### src/include/eeprom_defs.svh
`ifndef EEPROM_DEFS_SVH
`define EEPROM_DEFS_SVH

// byte address of a 2048-byte part
`define EE_ADDR_W   11

`define EE_DATA_W   8

// upper nibble of every control byte
`define EE_DEV_CODE 4'b1010

// CLK cycles per SCL bit
`define EE_PHASES   4

`endif

### src/verilog/eeprom_pkg.sv
`include "eeprom_defs.svh"

package eeprom_pkg;

    typedef logic [`EE_ADDR_W-1:0] ee_addr_t;
    typedef logic [`EE_DATA_W-1:0] ee_data_t;
    typedef logic [`EE_ADDR_W-`EE_DATA_W-1:0] ee_block_t;  // carried in the control byte

    typedef enum logic [1:0] {
        CMD_START,
        CMD_WRITE,
        CMD_READ,
        CMD_STOP
    } byte_cmd_e;

    typedef enum logic [3:0] {
        IDLE,
        START,
        CTRL_WR,
        ADDR_WR,
        DATA_WR,
        RESTART,
        CTRL_RD,
        DATA_RD,
        STOP,
        DONE
    } ctrl_state_e;

    // byte engine states
    typedef enum logic [1:0] {
        ENG_IDLE,
        ENG_SHIFT,
        ENG_ACK_BIT,
        ENG_FINISH
    } eng_state_e;

endpackage

### src/verilog/i2c_byte_if.sv
`timescale 1ns/1ps

interface i2c_byte_if;
    import eeprom_pkg::*;

    byte_cmd_e cmd;
    logic      go;
    ee_data_t  tx_byte;
    logic      last;     // master no-acknowledge on a read
    ee_data_t  rx_byte;
    logic      done;
    logic      nack;     // valid with done

    // transaction sequencer side
    modport seq (
        output cmd, go, tx_byte, last,
        input  rx_byte, done, nack
    );

    // byte engine side
    modport eng (
        input  cmd, go, tx_byte, last,
        output rx_byte, done, nack
    );

endinterface

### src/verilog/eeprom_ctrl.sv
`timescale 1ns/1ps
`include "eeprom_defs.svh"

module eeprom_ctrl (
    input  logic                 CLK,
    input  logic                 RESET,
    input  logic                 wr,
    input  logic                 rd,
    input  eeprom_pkg::ee_addr_t addr,
    input  eeprom_pkg::ee_data_t wr_data,
    output eeprom_pkg::ee_data_t rd_data,
    output logic                 ack,
    output logic                 err,
    output logic                 busy,
    i2c_byte_if.seq              bus
);
    import eeprom_pkg::*;

    ctrl_state_e state;
    ctrl_state_e nxt;
    ee_addr_t    addr_q;
    ee_data_t    data_q;
    ee_block_t   blk;
    logic        is_rd;
    logic        pend;      // command in flight on the engine
    logic        go_q;

    assign blk    = addr_q[`EE_ADDR_W-1:`EE_DATA_W];
    assign bus.go = go_q;

    // command held steady for the whole state
    always_comb
    begin
        bus.cmd     = CMD_WRITE;
        bus.tx_byte = data_q;
        bus.last    = 1'b0;
        case (state)
            START, RESTART:
                bus.cmd = CMD_START;
            CTRL_WR:
                bus.tx_byte = {`EE_DEV_CODE, blk, 1'b0};
            ADDR_WR:
                bus.tx_byte = addr_q[`EE_DATA_W-1:0];
            CTRL_RD:
                bus.tx_byte = {`EE_DEV_CODE, blk, 1'b1};
            DATA_RD:
            begin
                bus.cmd  = CMD_READ;
                bus.last = 1'b1;                 // single byte ends with master nack
            end
            STOP:
                bus.cmd = CMD_STOP;
            default:
                bus.cmd = CMD_WRITE;
        endcase
    end

    // state that follows a finished command
    always_comb
    begin
        case (state)
            START:   nxt = CTRL_WR;
            CTRL_WR: nxt = ADDR_WR;
            ADDR_WR: nxt = is_rd ? RESTART : DATA_WR;
            DATA_WR: nxt = STOP;
            RESTART: nxt = CTRL_RD;
            CTRL_RD: nxt = DATA_RD;
            DATA_RD: nxt = STOP;
            STOP:    nxt = DONE;
            default: nxt = IDLE;
        endcase
        if (bus.nack)
            nxt = STOP;     // abort through a stop that frees the bus
    end

    always_ff @(posedge CLK)
    begin
        if (RESET)
        begin
            state <= IDLE;
            is_rd <= 1'b0;
            pend  <= 1'b0;
            go_q  <= 1'b0;
            ack   <= 1'b0;
            err   <= 1'b0;
            busy  <= 1'b0;
        end
        else
        begin
            go_q <= 1'b0;
            ack  <= 1'b0;
            case (state)
                IDLE:
                    if (wr || rd)
                    begin
                        is_rd <= !wr;                // write wins
                        err   <= 1'b0;
                        busy  <= 1'b1;
                        state <= START;
                    end
                DONE:
                begin
                    ack   <= 1'b1;
                    busy  <= 1'b0;
                    state <= IDLE;
                end
                default:
                    if (!pend)
                    begin
                        go_q <= 1'b1;
                        pend <= 1'b1;
                    end
                    else if (bus.done)
                    begin
                        pend  <= 1'b0;
                        state <= nxt;
                        if (bus.nack)
                            err <= 1'b1;
                    end
            endcase
        end
    end

    // request capture and read result
    always_ff @(posedge CLK)
    begin
        if (state == IDLE && (wr || rd))
        begin
            addr_q <= addr;
            data_q <= wr_data;
        end
        if (state == DONE && is_rd && !err)
            rd_data <= bus.rx_byte;       // engine keeps it through the stop
    end

    a_ack_busy: assert property (
        @(posedge CLK) disable iff (RESET)
        ack |-> $past(busy)
    );

    // one command at a time on the engine
    a_one_cmd: assert property (
        @(posedge CLK) disable iff (RESET)
        bus.go |=> (!bus.go throughout bus.done[->1])
    );

endmodule

### src/flat_wrapper.sv
// flat-port wrapper written by rule: the top's interface ports become plain ports
module eeprom_ctrl_flat import eeprom_pkg::*;
  (CLK, RESET, wr, rd, addr, wr_data, rd_data, ack, err, busy, bus_cmd, bus_go, bus_tx_byte, bus_last, bus_rx_byte, bus_done, bus_nack);
  i2c_byte_if bus_i ();
  input  logic CLK;
  input  logic RESET;
  input  logic wr;
  input  logic rd;
  input  eeprom_pkg::ee_addr_t addr;
  input  eeprom_pkg::ee_data_t wr_data;
  output eeprom_pkg::ee_data_t rd_data;
  output logic ack;
  output logic err;
  output logic busy;
  output wire logic [$bits(bus_i.cmd)-1:0] bus_cmd;
  output wire logic [$bits(bus_i.go)-1:0] bus_go;
  output wire logic [$bits(bus_i.tx_byte)-1:0] bus_tx_byte;
  output wire logic [$bits(bus_i.last)-1:0] bus_last;
  input wire logic [$bits(bus_i.rx_byte)-1:0] bus_rx_byte;
  input wire logic [$bits(bus_i.done)-1:0] bus_done;
  input wire logic [$bits(bus_i.nack)-1:0] bus_nack;
  assign bus_cmd = bus_i.cmd;
  assign bus_go = bus_i.go;
  assign bus_tx_byte = bus_i.tx_byte;
  assign bus_last = bus_i.last;
  assign bus_i.rx_byte = bus_rx_byte;
  assign bus_i.done = bus_done;
  assign bus_i.nack = bus_nack;
  eeprom_ctrl u_core (.CLK(CLK), .RESET(RESET), .wr(wr), .rd(rd), .addr(addr), .wr_data(wr_data), .rd_data(rd_data), .ack(ack), .err(err), .busy(busy), .bus(bus_i));
endmodule
### config.mk
export PLATFORM = sky130hd
export DESIGN_NAME = eeprom_ctrl_flat
export DESIGN_NICKNAME = d
export VERILOG_FILES = /design/src/verilog/eeprom_pkg.sv /design/src/verilog/i2c_byte_if.sv /design/src/verilog/eeprom_ctrl.sv /design/src/flat_wrapper.sv
export VERILOG_INCLUDE_DIRS = /design/src /design/src/include
export SDC_FILE = /design/constraint.sdc
export NUM_CORES = 1
export LEC_CHECK = 0
export ABC_AREA = 1
export ABC_CLOCK_PERIOD_IN_PS = 2400
export BUFFER_PORTS_ARGS = -buffer_cell sky130_fd_sc_hd__buf_2
export CORE_MARGIN = 2
export CORE_UTILIZATION = 48
export DETAILED_ROUTE_END_ITERATION = 16
export PLACE_DENSITY = 0.86
export RECOVER_POWER = 25
export SLEW_MARGIN = 20
export SYNTH_ARGS = -nofsm -noshare
export SYNTH_HDL_FRONTEND = slang
export SYNTH_SLANG_ARGS = --single-unit
### constraint.sdc
create_clock -name CLK -period 2.4 [get_ports CLK]
set_clock_uncertainty 0.05 [all_clocks]
set_input_delay 0.12 -clock CLK [delete_from_list [all_inputs] [get_ports CLK]]
set_output_delay 0.12 -clock CLK [all_outputs]
set_load 0.03 [all_outputs]
Yosys cells after proc, flatten, opt, wreduce, memory -nomap -nowiden

Index checks and enable logic that the tools add are counted.

Bits in registers: 37
Bits of input ports: 33
Output and inout bits: 23
Logic and storage cells: 63

Equality and inequality tests: 10
Multiplexer cells: 21
Bitwise gates (word level): 1
Reduce and logical (&&, ||, !) cells: 21

Operator list:

| operator           | count |
|---|---|
| $pmux 4 s7         | 1 |
| $pmux 8 s3         | 1 |
| $eq 4x3->1 const B | 4 |
| $mux 4             | 4 |
| $mux 1             | 11 |
| $eq 4x2->1 const B | 2 |
| $eq 4x4->1 const B | 2 |
| $pmux 4 s2         | 1 |
| $reduce_bool 2->1  | 4 |
| $pmux 2 s3         | 1 |
| $reduce_bool 3->1  | 2 |
| $reduce_or 2->1    | 3 |
| $reduce_and 5->1   | 1 |
| $eq 4x1->1 const B | 1 |
| $logic_not 4->1    | 1 |
| $pmux 1 s2         | 2 |
| $reduce_and 2->1   | 2 |
| $logic_and 1x1->1  | 3 |
| $reduce_and 3->1   | 1 |
| $reduce_or 3->1    | 1 |
| $logic_not 1->1    | 2 |
| $ne 2x2->1 const B | 1 |
| $logic_or 1x1->1   | 1 |
| $not 1->1          | 1 |

Depth between registers and ports, before layout

Gate-level depths: netlist of the first run.

Word-level depth: 7
Mapped depth: 9
Depth with buffers taken out: 8

Least setup slack after synthesis of the first run

OpenSTA, ideal clock, no wires.

Path kind: register -> register
Start: reg u_core.state[1]
End: reg u_core.err
Setup time: 117 ps
Data arrival time: 1886 ps
Required time: 2233 ps
Setup slack: 347 ps
Stages on the path, launching flop included: 8
Buffers on the path: 1
Period minus slack after synthesis: 2053 ps
Cell sequence: dfxtp_1 > buf_2 > nor2_2 > nand2_4 > nor2_1 > inv_1 > nand2_1 > a21oi_1

Longest elaborated chain between the ends: 3
Elaborated cells on any way between the ends: 9
Those cells by class: eq/ne: 2; mux: 1; bitwise: 1; reduce/logical: 5

Ends and longest elaborated chain:

| item                                               | RTL line           | RTL |
|---|---|---|
| start: declaration                                 | eeprom_ctrl.sv:19  | `ctrl_state_e state;` |
| start signal: assignment                           | eeprom_ctrl.sv:116 | `state <= nxt;` |
| $logic_not 4->1 or $eq 4x4->1 (tied branches)      | eeprom_ctrl.sv:92  | `case (state)` |
| $ne 2x2->1 (no line), or another cell as far along | n/a                |  |
| $reduce_and 5->1 (no line)                         | n/a                |  |
| end signal: assignment                             | eeprom_ctrl.sv:85  | `err <= 1'b0;` |
| end signal: assignment                             | eeprom_ctrl.sv:97  | `err <= 1'b0;` |
| end signal: assignment                             | eeprom_ctrl.sv:118 | `err <= 1'b1;` |
| end: declaration                                   | eeprom_ctrl.sv:13  | `output logic err,` |

Parallel ways exist; a longest one is shown, timed or not.
A chain may end at the register's enable or synchronous reset.

Final worst setup path of the first run

Start: reg u_core.state[1]
End: out bus_tx_byte[5]

Longest elaborated chain between the ends: 2
Elaborated cells on any way between the ends: 4
Those cells by class: eq/ne: 3; mux: 1

Ends and longest elaborated chain:

| item                                     | RTL line           | RTL |
|---|---|---|
| $eq 4x3->1 or $eq 4x2->1 (tied branches) | eeprom_ctrl.sv:37  | `case (state)` |
| $pmux 8 s3 (*)                           | eeprom_ctrl.sv:37  |  |
| end: declaration                         | flat_wrapper.sv:17 | `output wire logic [$bits(bus_i.tx_byte)-1:0] bus_tx_byte;` |

Every way passes the cells marked *; elsewhere a longest branch is shown, timed or not.

==> run_results.csv, run 1 <==
group,metric,value,unit
outcome,status,"completed",
pwr,peakVddDrop,0.6462,mV
logic_synthesis,syn_inst,140,
logic_synthesis,dominantRegCellSynth,"edfxtp_1",
clocking,htree_num_levels,2,
drt,vias,1307,
final_layout,layout.nets,262,
pwr,leakagePower,0.9659,nW
logic_synthesis,avgSynthCellArea,11.01,sq um
logic_synthesis,ys_ff_latch,37,
final_layout,layout-drive-gt1-share,0.3609,
logic_synthesis,synth_common_cells,"nand2_1, edfxtp_1, nand3_1, inv_1, dfxtp_1",
timing,setup_violations,0,
critical_path,worstSetupEndpointType,"primary output",
timing,rsz0062_at_grt,"no",
final_layout,n_fill_cell,241,
logic_synthesis,synth_top_family_by_area,"simple AND/OR/NAND/NOR gates",
place,dp.cells,238,
hold_path,hold_start,"wr",
floorplanning,rows,20,
logic_synthesis,synth_compound_area_frac,0.05195,
pwr,power_frac_clock,0.158,
logic_synthesis,synth_top_area_share,0.5260,
logic_synthesis,yosys_warnings,0,
timing,fmax,506.6,MHz
final_layout,design_area,0.002205,sq mm
place,postPlaceCellArea,0.001871,sq mm
global_routing,grt_util_all_layers,0.2243,
flow_run,drv_cap,0,
logic_synthesis,synthXorXnorAreaFrac,0,
pwr,comb_power_share,0.371,
logic_synthesis,synth-edff-count,27,
drt,routed_wl,3.632,mm
clocking,cts_sinks,37,
final_layout,synthToLayoutAreaGrowth,43.02,%
floorplanning,chipHeight,60.67,um
pwr,internal_power,1.203,mW
clocking,clk_pin_slew_worst_paths,0.11,ns
final_layout,antennaDiodeCount,0,
timing,worst_pin_slew,0.4309,ns
timing,slew_headroom,0.7119,
pwr,p_sw,0.7674,mW
critical_path,cpMaxStageDelayCell,"dfxtp_1",
critical_path,reg2reg_to,"u_core.addr_q[5]",
final_layout,seq_area,0.001011,sq mm
timing,hold_viol,0,
global_routing,grt_pass1_wl,5.809,mm
critical_path,reg2reg_depth,4,
critical_path,arrival,1.80,ns
floorplanning,core-area,0.003053,sq mm
logic_synthesis,async_flop_share,0,
timing,final_max_slew_viol_count,0,
logic_synthesis,yosys.cell_count.top_type,"nand2_1",
critical_path,r2r_setup_slack,0.81,ns
floorplanning,initial_core_util,0.5049,
final_layout,multi_input_area,451.7,sq um
critical_path,path_max_fanout,11,
global_routing,grt-ovfl-total,0,
clocking,cts-root-buf,"clkbuf_4",
logic_synthesis,synthAdderAreaFrac,0,
drt,drt_first_pass_iters,4,
logic_synthesis,synth_mux_area_frac,0,
logic_synthesis,mappedNetlistArea,0.001541,sq mm
timing,finalHoldWorstSlack,0.01574,ns
hold_path,hold_path.class,"in -> reg",
critical_path,start_kind,"register",
hold_path,min_to,"u_core.is_rd",
clocking,cts_buffers,5,
critical_path,timing.rr.start,"u_core.state[3]",
final_layout,layoutNonFillerInstCount,274,
logic_synthesis,synth_simple_gate_area_frac,0.2411,
logic_synthesis,synth_fp_nets,173,
floorplanning,die_width,60.67,um
drt,vias_per_cell,4.770,
logic_synthesis,yosysSeqAreaShare,0.6558,
timing,timing.final.crit_share,0.8225,
logic_synthesis,synth.distinct_cells,22,
hold_path,min_path_cells,4,
pwr,power_frac_seq,0.471,
clocking,postCtsSetupBuffers,0,
clocking,cts_tree,"yes",
global_routing,grt_pass1_vias,1333,
clocking,cts.repair.resized,0,
drt,drtIter0Drc,51,
critical_path,crit_chain,"nand3_1 > nand2_1 > nor2_1 > a31oi_1 > buf_2",
logic_synthesis,synth_top_area_cell,"edfxtp_1",
floorplanning,io_pins,56,
place,dp_hpwl,2.189,mm
drt,drc,0,
clocking,clk_latency,0.34,ns
global_routing,antenna_found_initial,0,
global_routing,grt_max_degree,20,
critical_path,crit_required,2.23,ns
timing,setup-tns-final,0,ns
pwr,powerDensity,893.6,mW/mm^2
clocking,clock_path_buffers,2,
pwr,swShare,0.3895,
clocking,hold_buffers,27,
drt,wl_per_cell,13.26,um
drt,ant_nets,0,
critical_path,criticalPathCategory,"reg -> out",
critical_path,critical_path.max_stage_delay,0.52,ns
pwr,totalPowerFinal,1.970,mW
timing,post-route-min-period,1.974,ns
floorplanning,die-area,0.003681,sq mm
logic_synthesis,synthTopCellsByArea,"edfxtp_1, dfxtp_1, nand2_1",
place,io_buffers,55,
place,gp_congestion,0.9178,
-- cell type report --
type	instances	share of cell area
multi-input cells	84	0.2049
clock inverters	3	0.007946
flip-flops and latches	37	0.4586
repair buffers	85	0.2582
well taps	44	0.02497
clock buffers	5	0.01703
inverters	16	0.02838
-- stage by stage --
stage                     setup WS (ns)    util
after floorplan                  0.3468       -
after global placement           0.8446  0.6127
after detailed placement         0.8232  0.6127
after CTS                        0.4475  0.7193
after global routing             0.2675  0.7221
final                            0.4259  0.7221
-- flip-flops by register name (all words and copies together) (netlist names) --
name and cells:
u_core.addr_q 11, u_core.data_q 8, u_core.rd_data 8, u_core.state 4, u_core.ack 1, u_core.bus.go 1, u_core.busy 1, u_core.err 1
u_core.is_rd 1, u_core.pend 1
-- kinds of logic (layout without fill, tap and decap cells) --
kind of cell / after synthesis / after routing
simple gates: 72 / 72
flops: 37 / 37
buf+inv: 19 / 109
compound gates: 12 / 12
-- worst max-delay path, delay by kind of cell (launching register included) --
family / cells / cell delay [ns]
AOI/OAI and AO/OA: 1 / 0.12
buffers and inverters: 1 / 0.22
and+or+nand+nor: 3 / 0.62
DFF: 1 / 0.52
-- worst max path at each step --
stage | slack (ns) | to | start | depth (start not counted)
after floorplan | 0.35 | u_core.err | u_core.state[1] | 7
after global placement | 0.84 | bus_tx_byte[0] | u_core.state[0] | 5
after detailed placement | 0.82 | bus_tx_byte[5] | u_core.state[1] | 5
after CTS | 0.45 | bus_tx_byte[0] | u_core.state[0] | 5
after global routing | 0.27 | bus_tx_byte[5] | u_core.state[1] | 5
final | 0.43 | bus_tx_byte[5] | u_core.state[1] | 5
-- layer usage --
layer  up-vias  GRT usage  part of all wire
met3         7    0.05970             0.063
li1        657          -                 -
met1       596     0.2245              0.38
met4         0    0.07143             0.012
met5         -          0                 0
met2        47     0.4424              0.55
-- layout by cell type, fill, tap and decap left out, types with 3 or more instances in the layout --
master / count
dlygate4sd3_1: 28
clkbuf_4: 5
nor2_1: 7
edfxtp_1: 27
a21oi_2: 4
inv_2: 4
nand4_1: 4
inv_1: 11
nand2_4: 3
nand3_1: 16
dfxtp_1: 10
nand2_1: 32
buf_2: 54
a21oi_1: 5
nor3_1: 3
-- power groups by stage --
stage | registers, mW | clock network (mW) | logic, mW
after floorplan | 0.950 | 0 | 0.492
after global placement | 0.931 | 0 | 0.682
after detailed placement | 0.937 | 0 | 0.688
after CTS | 0.922 | 0.312 | 0.724
after global routing | 0.939 | 0.346 | 0.806
final | 0.928 | 0.311 | 0.731
No activity file was read; power rests on OpenSTA's default activity.
==> run 2: changes to the inputs <==
--- a/config.mk
+++ b/config.mk
@@ -6,13 +6,13 @@
 export SDC_FILE = /design/constraint.sdc
 export NUM_CORES = 1
 export LEC_CHECK = 0
-export ABC_AREA = 1
-export ABC_CLOCK_PERIOD_IN_PS = 2400
+export ABC_AREA = 0
+export ABC_CLOCK_PERIOD_IN_PS = 1800
 export BUFFER_PORTS_ARGS = -buffer_cell sky130_fd_sc_hd__buf_2
 export CORE_MARGIN = 2
-export CORE_UTILIZATION = 48
+export CORE_UTILIZATION = 43
 export DETAILED_ROUTE_END_ITERATION = 16
-export PLACE_DENSITY = 0.86
+export PLACE_DENSITY = 0.82
 export RECOVER_POWER = 25
 export SLEW_MARGIN = 20
 export SYNTH_ARGS = -nofsm -noshare
==> constraint.sdc (replaced) <==
create_clock -name CLK -period 1.8 [get_ports CLK]
set_clock_uncertainty 0.05 [all_clocks]
set_input_delay 0.09 -clock CLK [delete_from_list [all_inputs] [get_ports CLK]]
set_output_delay 0.09 -clock CLK [all_outputs]
set_load 0.03 [all_outputs]
==> run_results.csv, run 2 <==
group,metric,value,unit
logic_synthesis,synth_fp_nets,148,
pwr,leakagePower,1.014,nW
clocking,clock_path_buffers,2,
critical_path,start_kind,"register",
critical_path,r2r_setup_slack,0.23,ns
floorplanning,die_width,64.00,um
flow_run,drv_cap,0,
outcome,status,"completed",
critical_path,startpoint,"u_core.state[3]",
logic_synthesis,dominantRegCellSynth,"edfxtp_1",
critical_path,worstSetupEndpointType,"primary output",
final_layout,antennaDiodeCount,0,
logic_synthesis,synth_top_area_cell,"edfxtp_1",
final_layout,final_common_cell,"buf_2",
logic_synthesis,yosys_warnings,0,
timing,fmax,557.1,MHz
global_routing,antenna_found_initial,0,
final_layout,regMostFlops,"u_core.addr_q",
timing,finalHoldWorstSlack,0.04928,ns
global_routing,grt-ovfl-total,0,
pwr,power_frac_seq,0.461,
pwr,totalPowerFinal,2.318,mW
logic_synthesis,yosysSeqAreaShare,0.6532,
timing,hold_viol,0,
logic_synthesis,async_flop_share,0,
drt,drtIter0Drc,52,
global_routing,grt_pass1_wl,6.078,mm
drt,vias,1336,
logic_synthesis,mappedNetlistArea,0.001548,sq mm
logic_synthesis,syn_inst,115,
clocking,cts_sinks,37,
timing,rsz0062_at_grt,"yes",
critical_path,cp_top_family,"simple AND/OR/NAND/NOR gates",
critical_path,cp.depth,6,
clocking,clk_latency,0.35,ns
clocking,htree_num_levels,2,
pwr,powerDensity,952.1,mW/mm^2
final_layout,layout.nets,247,
place,io_buffers,55,
timing,post-route-min-period,1.795,ns
pwr,swShare,0.2653,
logic_synthesis,synth_common_cells,"edfxtp_1, dfxtp_1, nor2_1, a21oi_1, nand2_1",
logic_synthesis,avgSynthCellArea,13.46,sq um
critical_path,crit_chain,"nand2b_4 > nor2_4 > buf_6 > nor2_4 > a22o_1 > buf_6",
critical_path,path_max_fanout,6,
final_layout,layout_common_cells,"buf_2, dlygate4sd3_1, edfxtp_1",
floorplanning,rows,21,
logic_synthesis,synthTopCellsByArea,"edfxtp_1, dfxtp_1, a22o_1",
global_routing,grt_pass1_vias,1296,
critical_path,timing.rr.start,"u_core.state[0]",
pwr,internal_power,1.703,mW
clocking,cts_tree,"yes",
place,gp_congestion,0.8819,
timing,setup_violations,0,
logic_synthesis,synth-edff-count,27,
final_layout,multi_input_area,509.2,sq um
critical_path,crit_buf_inv,2,
logic_synthesis,synth_top_area_share,0.5238,
pwr,power_frac_clock,0.307,
timing,timing.final.crit_share,0.9972,
clocking,clk_pin_slew_worst_paths,0.12,ns
final_layout,largest_reg_flops,11,
critical_path,cpMaxStageDelayCell,"dfxtp_4",
critical_path,endpoint,"bus_tx_byte[6]",
final_layout,top_regs,"u_core.addr_q: 11 flops, u_core.data_q: 8 flops, u_core.rd_data: 8 flops",
clocking,cts-root-buf,"clkbuf_4",
logic_synthesis,synth.distinct_cells,38,
critical_path,arrival,1.66,ns
final_layout,layout-drive-gt1-share,0.4279,
floorplanning,core-area,0.003390,sq mm
pwr,peakVddDrop,0.5394,mV
pwr,p_sw,0.6150,mW
timing,slew_headroom,0.8055,
pwr,comb_power_share,0.232,
floorplanning,die-area,0.004095,sq mm
drt,vias_per_cell,5.119,
floorplanning,initial_core_util,0.4566,
final_layout,n_fill_cell,246,
timing,worst_pin_slew,0.2910,ns
floorplanning,io_pins,56,
global_routing,grt_max_degree,22,
logic_synthesis,ys_ff_latch,37,
place,dp_hpwl,2.341,mm
floorplanning,chipHeight,64.00,um
hold_path,hold_path.class,"in -> reg",
drt,drt_first_pass_iters,4,
timing,final_max_slew_viol_count,0,
global_routing,grt_util_all_layers,0.1968,
drt,drc,0,
drt,routed_wl,3.907,mm
logic_synthesis,yosys.cell_count.top_type,"edfxtp_1",
drt,wl_per_cell,14.97,um
critical_path,critical_path.max_stage_delay,0.39,ns
critical_path,reg2reg_depth,5,
critical_path,criticalPathCategory,"reg -> out",
critical_path,reg2reg_to,"u_core.state[0]",
final_layout,seq_area,0.001023,sq mm
final_layout,synthToLayoutAreaGrowth,57.32,%
clocking,cts_buffers,5,
critical_path,crit_required,1.66,ns
drt,ant_nets,0,
## run 2: final cells by class
cell class / instances / area share
clock buffer: 5 / 0.01542
clock inverter: 3 / 0.02672
inverter: 2 / 0.003083
multi-input combinational: 70 / 0.2091
sequential: 37 / 0.4203
tap: 46 / 0.02364
timing repair buffer: 98 / 0.3016
## run 2: what timing repair did
action                                 in CTS  in global routing
endpoints found under the hold margin      35                  0
hold buffers                               30                  0
pin swaps                                   1                  3
resized for setup                          10                 27
setup endpoints to repair                   9                 10
buffers inserted                            1                  6
## run 2: metal layers
| metal | share of wire | vias up | global-route usage | wire, um |
|---|---|---|---|---|
| met5 | 0 | - | 0 | 0 |
| met4 | 0.025 | 0 | 0.07337 | 97 |
| met3 | 0.073 | 9 | 0.06514 | 286 |
| met2 | 0.51 | 59 | 0.3151 | 1981 |
| met1 | 0.39 | 628 | 0.2471 | 1541 |
| li1 | - | 640 | - | - |
## run 2: kinds of logic after synthesis
family | share of synthesized area
muxes | 0.02668
and+or+nand+nor | 0.1334
DFF | 0.6532
AOI/OAI and AO/OA | 0.1496
buffers and inverters | 0.03718
## run 2: through the flow
step	utilization	setup WS, ns	cell area, sq um	cells	setup TNS [ns]
after floorplan	-	0.06379	1553	115	0
after detailed placement	0.5585	0.1149	1893	216	0
after global routing	0.7183	-0.1076	2435	261	-0.6574
after CTS	0.6862	0.004796	2326	255	0
after global placement	0.5585	0.1922	1893	216	0
final	0.7183	0.004953	2435	261	0
## run 2: worst min path at each step
stage / from / to / cells after the start
2_1_floorplan: wr / u_core.is_rd / 1
3_3_place_gp: bus_rx_byte[6] / u_core.rd_data[6] / 1
3_5_place_dp: addr[5] / u_core.addr_q[5] / 1
4_1_cts: bus_done / u_core.err / 3
5_1_grt: bus_done / u_core.err / 3
6_report: bus_done / u_core.err / 3
## run 2: power groups by stage
stage / registers (mW) / clock network [mW] / logic, mW
after global placement: 1.08 / 0 / 0.404
after floorplan: 1.08 / 0 / 0.286
after CTS: 1.07 / 0.717 / 0.478
after detailed placement: 1.09 / 0 / 0.418
after global routing: 1.08 / 0.771 / 0.579
final: 1.07 / 0.712 / 0.538
## run 2: tightest hold or removal path, delay by kind of cell
kind,cells,cell delay (ns)
simple gates,1,0.11
buf+inv,1,0.09
compound gates,1,0.11
==> run 3: changes to the inputs <==
--- a/config.mk
+++ b/config.mk
@@ -12,9 +12,10 @@
 export CORE_MARGIN = 2
 export CORE_UTILIZATION = 43
 export DETAILED_ROUTE_END_ITERATION = 16
-export PLACE_DENSITY = 0.82
+export MAX_ROUTING_LAYER = met4
+export PLACE_DENSITY = 0.74
 export RECOVER_POWER = 25
-export SLEW_MARGIN = 20
+export SLEW_MARGIN = 30
 export SYNTH_ARGS = -nofsm -noshare
 export SYNTH_HDL_FRONTEND = slang
 export SYNTH_SLANG_ARGS = --single-unit
==> run_results.csv, run 3 (synthesis results as in run 2) <==
group,metric,value,unit
timing,setup-tns-final,0,ns
clocking,clk_latency,0.35,ns
floorplanning,io_pins,56,
final_layout,largest_reg_flops,11,
global_routing,antenna_found_initial,0,
timing,rsz0062_at_grt,"yes",
clocking,cts_sinks,37,
place,dp_hpwl,2.339,mm
floorplanning,die_width,64.00,um
place,io_buffers,55,
drt,routed_wl,3.943,mm
clocking,cts_buffers,5,
timing,slew_headroom,0.8107,
critical_path,start_kind,"register",
final_layout,design_area,0.002444,sq mm
critical_path,arrival,1.63,ns
floorplanning,core-area,0.003390,sq mm
drt,drt_first_pass_iters,4,
timing,worst_pin_slew,0.2833,ns
final_layout,top_regs,"u_core.addr_q: 11 flops, u_core.data_q: 8 flops, u_core.rd_data: 8 flops",
drt,drtIter0Drc,38,
pwr,peakVddDrop,0.5676,mV
drt,drc,0,
timing,final_max_slew_viol_count,0,
hold_path,hold_path.class,"in -> reg",
final_layout,layout_common_cells,"buf_2, dlygate4sd3_1, edfxtp_1",
critical_path,path_max_fanout,6,
timing,fmax,565.0,MHz
global_routing,grt_util_all_layers,0.1931,
drt,wl_per_cell,14.88,um
critical_path,r2r_setup_slack,0.12,ns
pwr,leakagePower,1.015,nW
final_layout,layout-drive-gt1-share,0.4384,
global_routing,grt_pass1_vias,1240,
global_routing,grt_max_degree,22,
clocking,clk_pin_slew_worst_paths,0.12,ns
final_layout,regMostFlops,"u_core.addr_q",
critical_path,criticalPathCategory,"reg -> out",
pwr,powerDensity,955.0,mW/mm^2
timing,post-route-min-period,1.770,ns
clocking,cts_tree,"yes",
place,dp.cells,217,
floorplanning,initial_core_util,0.4566,
place,gp_congestion,0.8745,
clocking,clock_path_buffers,2,
critical_path,crit_required,1.66,ns
final_layout,layoutNonFillerInstCount,265,
outcome,status,"completed",
critical_path,worstSetupEndpointType,"primary output",
clocking,cts-root-buf,"clkbuf_4",
floorplanning,rows,21,
place,postPlaceCellArea,0.001901,sq mm
final_layout,layout.nets,251,
final_layout,utilization,0.7209,
final_layout,final_common_cell,"buf_2",
clocking,htree_num_levels,2,
floorplanning,die-area,0.004095,sq mm
drt,vias_per_cell,5.083,
timing,setup_violations,0,
floorplanning,chipHeight,64.00,um
final_layout,synthToLayoutAreaGrowth,57.88,%
drt,ant_nets,0,
drt,vias,1347,
final_layout,antennaDiodeCount,0,
global_routing,grt_pass1_wl,5.754,mm
timing,timing.final.crit_share,0.9834,
global_routing,grt-ovfl-total,0,
flow_run,drv_cap,0,
timing,hold_viol,0,
## run 3: cell count changes in the layout (fill, tap and decap cells not counted)
| cell | delta |
|---|---|
| buf_2 | +2 |
| buf_4 | +7 |
| buf_6 | -4 |
| clkinv_2 | -1 |
| dfxtp_2 | -1 |
| dfxtp_4 | +1 |
| dlymetal6s4s_1 | -1 |
| inv_6 | +1 |
| nand2b_1 | +1 |
| nand2b_2 | -1 |
## run 3: worst max-delay path: stages, from the launching register on
cell and delay [ns]:
dfxtp_4 0.38, nand2b_4 0.16, nor2_4 0.21, mux2i_1 0.25
o21ai_1 0.11, buf_4 0.18
## run 3: through the flow
stage	hold WS, ns	worst slack [ns]	total power [mW]
after floorplan	0.1366	0.06379	1.362
after global placement	0.2162	0.1892	1.500
after detailed placement	0.2181	0.1228	1.513
after CTS	0.02898	0.003703	2.296
after global routing	0.02026	-0.05395	2.430
final	0.03470	0.02994	2.334
## run 3: repair_timing
action / in CTS / in global routing
pin swaps: 1 / 1
resized for setup: 12 / 16
buffers inserted: 4 / 7
hold buffers: 29 / 0
hold endpoints to repair: 36 / 0
setup endpoints to repair: 9 / 8
## run 3: layout make-up
class	instances	area [sq um]
Sequential cell	37	1026
Fill cell	232	945.9
Timing Repair Buffer	102	739.5
Multi-Input combinational cell	70	506.7
Clock inverter	3	68.82
Tap cell	46	57.56
Clock buffer	5	37.54
Inverter	2	7.507
## run 3: worst paths after layout
check                      to  depth (start not counted)             from
min              u_core.is_rd                          3               rd
max            bus_tx_byte[7]                          5  u_core.state[3]
max reg2reg  u_core.addr_q[6]                          5  u_core.state[3]
min reg2reg       u_core.busy                          2      u_core.busy
## run 3: report_power, final
group | internal [mW] | switching (mW)
clock network | 0.437 | 0.291
logic | 0.256 | 0.283
registers | 1.02 | 0.0490
total | 1.71 | 0.623
## run 3: metal layers
layer | track usage | vias up | wire length, um
met5 | - | - | 0
li1 | - | 648 | -
met3 | 0.05282 | 7 | 193
met4 | 0.06522 | 0 | 59
met2 | 0.3385 | 55 | 2109
met1 | 0.2105 | 637 | 1581
